## src/mem_pkg.sv

```systemverilog
package mem_pkg;

  // Word and byte geometry
  localparam int DATA_W      = 32;
  localparam int BYTE_W      = 8;
  localparam int BE_W        = DATA_W / BYTE_W;  // One enable per byte lane

  // Port side addressing
  localparam int ADDR_W      = 32;  // Byte address as seen by requesters
  localparam int WORD_OFFS   = 2;   // Byte offset bits inside one word

  // Memory depth in words
  localparam int MEM_WORDS   = 256;
  localparam int WORD_ADDR_W = $clog2(MEM_WORDS);

  // Operation carried by a request
  typedef enum logic {
    OP_READ  = 1'b0,
    OP_WRITE = 1'b1
  } mem_op_e;

  // Port waiting for the reply of the last accepted request
  typedef enum logic [1:0] {
    OWN_NONE = 2'd0,  // Nothing in flight
    OWN_P0   = 2'd1,
    OWN_P1   = 2'd2
  } owner_e;

endpackage

```

## src/bus_pkg.sv

```systemverilog
package bus_pkg;

  // One request, held stable beside req_i until granted
  typedef struct packed {
    mem_pkg::mem_op_e           op;
    logic [mem_pkg::ADDR_W-1:0] addr;   // Byte address, bits 1:0 ignored
    logic [mem_pkg::BE_W-1:0]   be;     // Only used by writes
    logic [mem_pkg::DATA_W-1:0] wdata;
  } mem_req_t;

  // One reply, qualified by rvalid_o one cycle after the grant
  typedef struct packed {
    logic [mem_pkg::DATA_W-1:0] rdata;  // Don't care for writes
    logic                       err;    // Word index beyond the memory
  } mem_rsp_t;

  // Reply lines of a port with nothing to return
  localparam mem_rsp_t RSP_ZERO = '{rdata: '0, err: 1'b0};

endpackage

```

## src/ram_mux.sv

```systemverilog
`timescale 1ns/1ps

module ram_mux (
  input  logic                            clk,
  input  logic                            reset_i,
  // Port 0, loader and debug, highest priority
  input  logic                            p0_req_i,
  input  bus_pkg::mem_req_t               p0_req_data_i,
  output logic                            p0_gnt_o,
  output logic                            p0_rvalid_o,
  output bus_pkg::mem_rsp_t               p0_rsp_o,
  // Port 1, core data side
  input  logic                            p1_req_i,
  input  bus_pkg::mem_req_t               p1_req_data_i,
  output logic                            p1_gnt_o,
  output logic                            p1_rvalid_o,
  output bus_pkg::mem_rsp_t               p1_rsp_o,
  // Single port memory
  output logic                            ram_en_o,
  output logic                            ram_we_o,
  output logic [mem_pkg::WORD_ADDR_W-1:0] ram_addr_o,
  output logic [mem_pkg::BE_W-1:0]        ram_be_o,
  output logic [mem_pkg::DATA_W-1:0]      ram_wdata_o,
  input  logic [mem_pkg::DATA_W-1:0]      ram_rdata_i
);

  import mem_pkg::*;
  import bus_pkg::*;

  mem_req_t                    sel_req;   // Request of the granted port
  logic                        accept;
  logic [ADDR_W-WORD_OFFS-1:0] word_idx;  // Full index before range check
  logic                        in_range;
  owner_e                      owner_d;
  owner_e                      owner_q;
  logic                        err_q;
  mem_rsp_t                    rsp;

  // Fixed priority grant, port 1 waits while port 0 asks
  assign p0_gnt_o = p0_req_i;
  assign p1_gnt_o = p1_req_i & ~p0_req_i;
  assign accept   = p0_req_i | p1_req_i;

  always_comb begin
    if (p0_req_i) begin
      sel_req = p0_req_data_i;
      owner_d = OWN_P0;
    end else if (p1_req_i) begin
      sel_req = p1_req_data_i;
      owner_d = OWN_P1;
    end else begin
      sel_req = p1_req_data_i;  // Memory stays disabled
      owner_d = OWN_NONE;
    end
  end

  // Byte address to word index
  assign word_idx = sel_req.addr[ADDR_W-1:WORD_OFFS];

  // Any bit above the memory depth means out of range
  assign in_range = ~|word_idx[ADDR_W-WORD_OFFS-1:WORD_ADDR_W];

  // Memory only sees accepted, in range requests
  assign ram_en_o    = accept & in_range;
  assign ram_we_o    = ram_en_o & (sel_req.op == OP_WRITE);
  assign ram_addr_o  = word_idx[WORD_ADDR_W-1:0];
  assign ram_be_o    = sel_req.be;
  assign ram_wdata_o = sel_req.wdata;

  // Who gets the reply next cycle, and whether it failed
  always_ff @(posedge clk) begin
    if (reset_i) begin
      owner_q <= OWN_NONE;
      err_q   <= 1'b0;
    end else begin
      owner_q <= owner_d;
      err_q   <= accept & ~in_range;
    end
  end

  // Reply body, memory data or zero with err
  always_comb begin
    rsp = RSP_ZERO;
    if (err_q) begin
      rsp.err = 1'b1;
    end else begin
      rsp.rdata = ram_rdata_i;  // Registered inside sp_ram
    end
  end

  // Route the reply to its owner only
  always_comb begin
    p0_rvalid_o = 1'b0;
    p1_rvalid_o = 1'b0;
    p0_rsp_o    = RSP_ZERO;
    p1_rsp_o    = RSP_ZERO;
    case (owner_q)
      OWN_P0: begin
        p0_rvalid_o = 1'b1;
        p0_rsp_o    = rsp;
      end
      OWN_P1: begin
        p1_rvalid_o = 1'b1;
        p1_rsp_o    = rsp;
      end
      default: begin
        // Idle, both ports quiet
      end
    endcase
  end

endmodule

```

## config.mk

```make
export PLATFORM = sky130hd
export DESIGN_NAME = ram_mux
export DESIGN_NICKNAME = d
export VERILOG_FILES = /design/src/mem_pkg.sv /design/src/bus_pkg.sv /design/src/ram_mux.sv
export SDC_FILE = /design/constraint.sdc
export NUM_CORES = 1
export LEC_CHECK = 0
export BUFFER_PORTS_ARGS = -buffer_cell sky130_fd_sc_hd__buf_2
export CELL_PAD_IN_SITES_DETAIL_PLACEMENT = 0
export CELL_PAD_IN_SITES_GLOBAL_PLACEMENT = 1
export CORE_AREA = 2 2 112 114
export DETAILED_ROUTE_END_ITERATION = 7
export DIE_AREA = 0 0 114 116
export GPL_TIMING_DRIVEN = 0
export HOLD_SLACK_MARGIN = 0.1
export PLACE_DENSITY_LB_ADDON = 0.12
export SLEW_MARGIN = 20
export SYNTH_ARGS = -nofsm -noshare
export SYNTH_HDL_FRONTEND = slang
export SYNTH_SLANG_ARGS = --single-unit
```

## constraint.sdc

```tcl
create_clock -name clk -period 1.5 [get_ports clk]
set_input_delay 0.3 -clock clk [delete_from_list [all_inputs] [get_ports clk]]
set_output_delay 0.3 -clock clk [all_outputs]
set_load 0.1 [all_outputs]
```

==> reports/metrics.cfg <==
[run_status]
status = finished, violations left
failed_checks = negative setup slack

[sta]
fin_crit_ns = 1.711
slew_headroom = 0.6784
fmax_mhz = 584.5
tns_ns = -7.628
period_share = 1.141
setup_viol = 79
worst_pin_slew_ns = 0.4857
rsz0062_at_grt = true
slew_violations = 0
setup_ws_ns = -0.2109
finalHoldViolCount = 0

[worst_setup_path]
cp-end-kind = output pin
critical_path_required_ns = 1.20
slowest_delay_ns = 0.28
critPathLaunchType = input port
critical_path_arrival_ns = 1.41
worstPathCellList = buf_6 -> nor4_4 -> nand4_1 -> buf_4 -> o21ai_2 -> and3_4 -> buf_12
slowest_stage = nor4_4
worst-setup-path-type = input port to output pin
crit_path_max_fanout = 2

[synth]
synth_common_cells = nor2_1 (69), mux2_2 (41), nand2_1 (34)
synth_most_common_cell = nor2_1
async_reset_ff_frac = 0
avgSynthCellArea_um2 = 6.390
synth.area.top_cells = mux2_2 (37%), nor2_1 (21%), nand2_1 (10%)
synth_top_cell_by_area = mux2_2
syn_nets = 370
synth-seq-cells = 3
syn_inst = 196
synth_edf_count = 0
ys.flop_type = dfxtp_1
synth_cell_types = 23
yosys_warnings = 0
yosysSeqAreaShare = 0.04795
netlist.area_leader.share = 0.3686
syn-cell-area_um2 = 1252

[global_route]
antenna_found_initial = 1
met2_usage = 0.3056
grt_max_degree = 11
grtUsageTotal = 0.1474
gr-max-usage-layer = met2
use_met1 = 0.1428
grt_pass1_vias = 2874
grt_util_met3 = 0.03766
grt_pass1_wl_mm = 15.22
overflow = 0

[finish]
area_delta_synth_final_pct = 391.9
fin_nets = 687
multi_input_area_um2 = 1903
layout-drive-gt1-share = 0.9648
n_fill_cell = 1030
regArea_um2 = 66.31
final_core_util = 0.5172

[placed_design]
port-buffer-count = 285
dp_hpwl_mm = 7.892
place_ws_ns = -0.7556
gp_congestion = 0.7740

[power_and_ir_drop]
peakVddDrop_v = 0.0004347
powerDensity_nw_per_um2 = 517.1
finalPower_mw = 3.186
leakagePower_nw = 2.759

[clock_network]
cts_tree = built
clockRootBuffer = clkbuf_16
numCtsBuffers = 3
clk_pin_slew_ns = 0.03
clockBufferDepth = 2
cts.sinks = 3
cts_htree_levels = 1

[routing]
first_iter_violations = 54
drc = 0
ant_nets = 0
num_vias = 2718
wire_per_inst_um = 16.79
dr.pass1.iters = 4
finalWirelength_mm = 11.08
viasPerCell = 4.118

[min_path]
hold_path_class = input port to flop

[die]
placement_rows = 40
dieArea_um2 = 13220
io_pins = 290
fp.dieW_um = 114
coreArea_um2 = 11910
initial_utilization = 0.1051
die_y_um = 116

[flow_run]
cap_violations = 0

-- report_power, final --
group	internal (mW)	switching [mW]	total (mW)
Sequential	0.0850	0.00684	0.0918
Clock	0.351	0.0741	0.425
Combinational	1.06	1.61	2.67
Total	1.50	1.69	3.19
-- critical path, delay by kind of cell --
kind	cells	cell delay [ns]
compound gates	1	0.07
simple gates	3	0.60
buf+inv	3	0.44
-- cells in the final DEF, fill, tap and decap left out, types with 2 or more instances in the layout --
master        n
nor4_4        3
nor4_2        6
nor2_1        3
buf_2       161
dfxtp_2       2
nand2b_4      2
nor2_4       66
clkbuf_16     7
mux2_2        9
nand2_1       5
inv_1         3
nand4_1       2
buf_16        5
buf_4        12
buf_6        18
nand2_2      22
buf_12      121
clkinvlp_4    2
buf_8         5
mux2_4       36
nand2_4       6
-- flip-flops by register name (all words and copies together) (netlist names) --
signal,cells
err_q,1
owner_q,2
-- through the flow --
step | instance area, µm² | std cells | hold WS (ns)
after floorplan | 1815 | 196 | 0.3650
after global placement | 3426 | 628 | 0.4939
after detailed placement | 3426 | 628 | 0.4906
after CTS | 5577 | 649 | 0.2608
after global routing | 6161 | 660 | 0.2639
final | 6161 | 660 | 0.2515
-- layer usage --
metal	part of all wire	vias to the layer above
met5	0	-
met4	0.013	0
li1	-	1286
met3	0.082	11
met2	0.60	161
met1	0.30	1260
-- timing repair --
item / in CTS / in global routing
resized for setup: 480 / 116
gates cloned: 10 / 4
hold endpoints to repair: 0 / 0
setup buffers: 8 / 10
setup endpoints to repair: 114 / 105
hold buffers: 0 / 0
pin swaps: 9 / 22
-- worst paths after layout --
check	startpoint	endpoint	slack [ns]	depth (start not counted)
setup / recovery	p0_req_data_i[49]	ram_we_o	-0.21	7
hold / removal	reset_i	owner_q[0]$_SDFF_PP0_	0.25	2
-- cell families after synthesis --
family | Yosys count | share of synthesized area
and+or+nand+nor | 121 | 0.4196
muxes | 45 | 0.4046
buffers and inverters | 23 | 0.1089
AOI/OAI and AO/OA | 4 | 0.01898
DFF | 3 | 0.04795
-- layout make-up --
| class | instances | share of cell area |
|---|---|---|
| timing repair buffer | 313 | 0.5845 |
| inverter | 6 | 0.006093 |
| antenna | 1 | 0.0004062 |
| multi-input combinational | 170 | 0.3089 |
| tap | 147 | 0.02985 |
| clock buffer | 4 | 0.01279 |
| buffer | 15 | 0.04529 |
| sequential | 3 | 0.01076 |
| timing repair inverter | 1 | 0.001422 |
(Power assumes the default switching activity.)
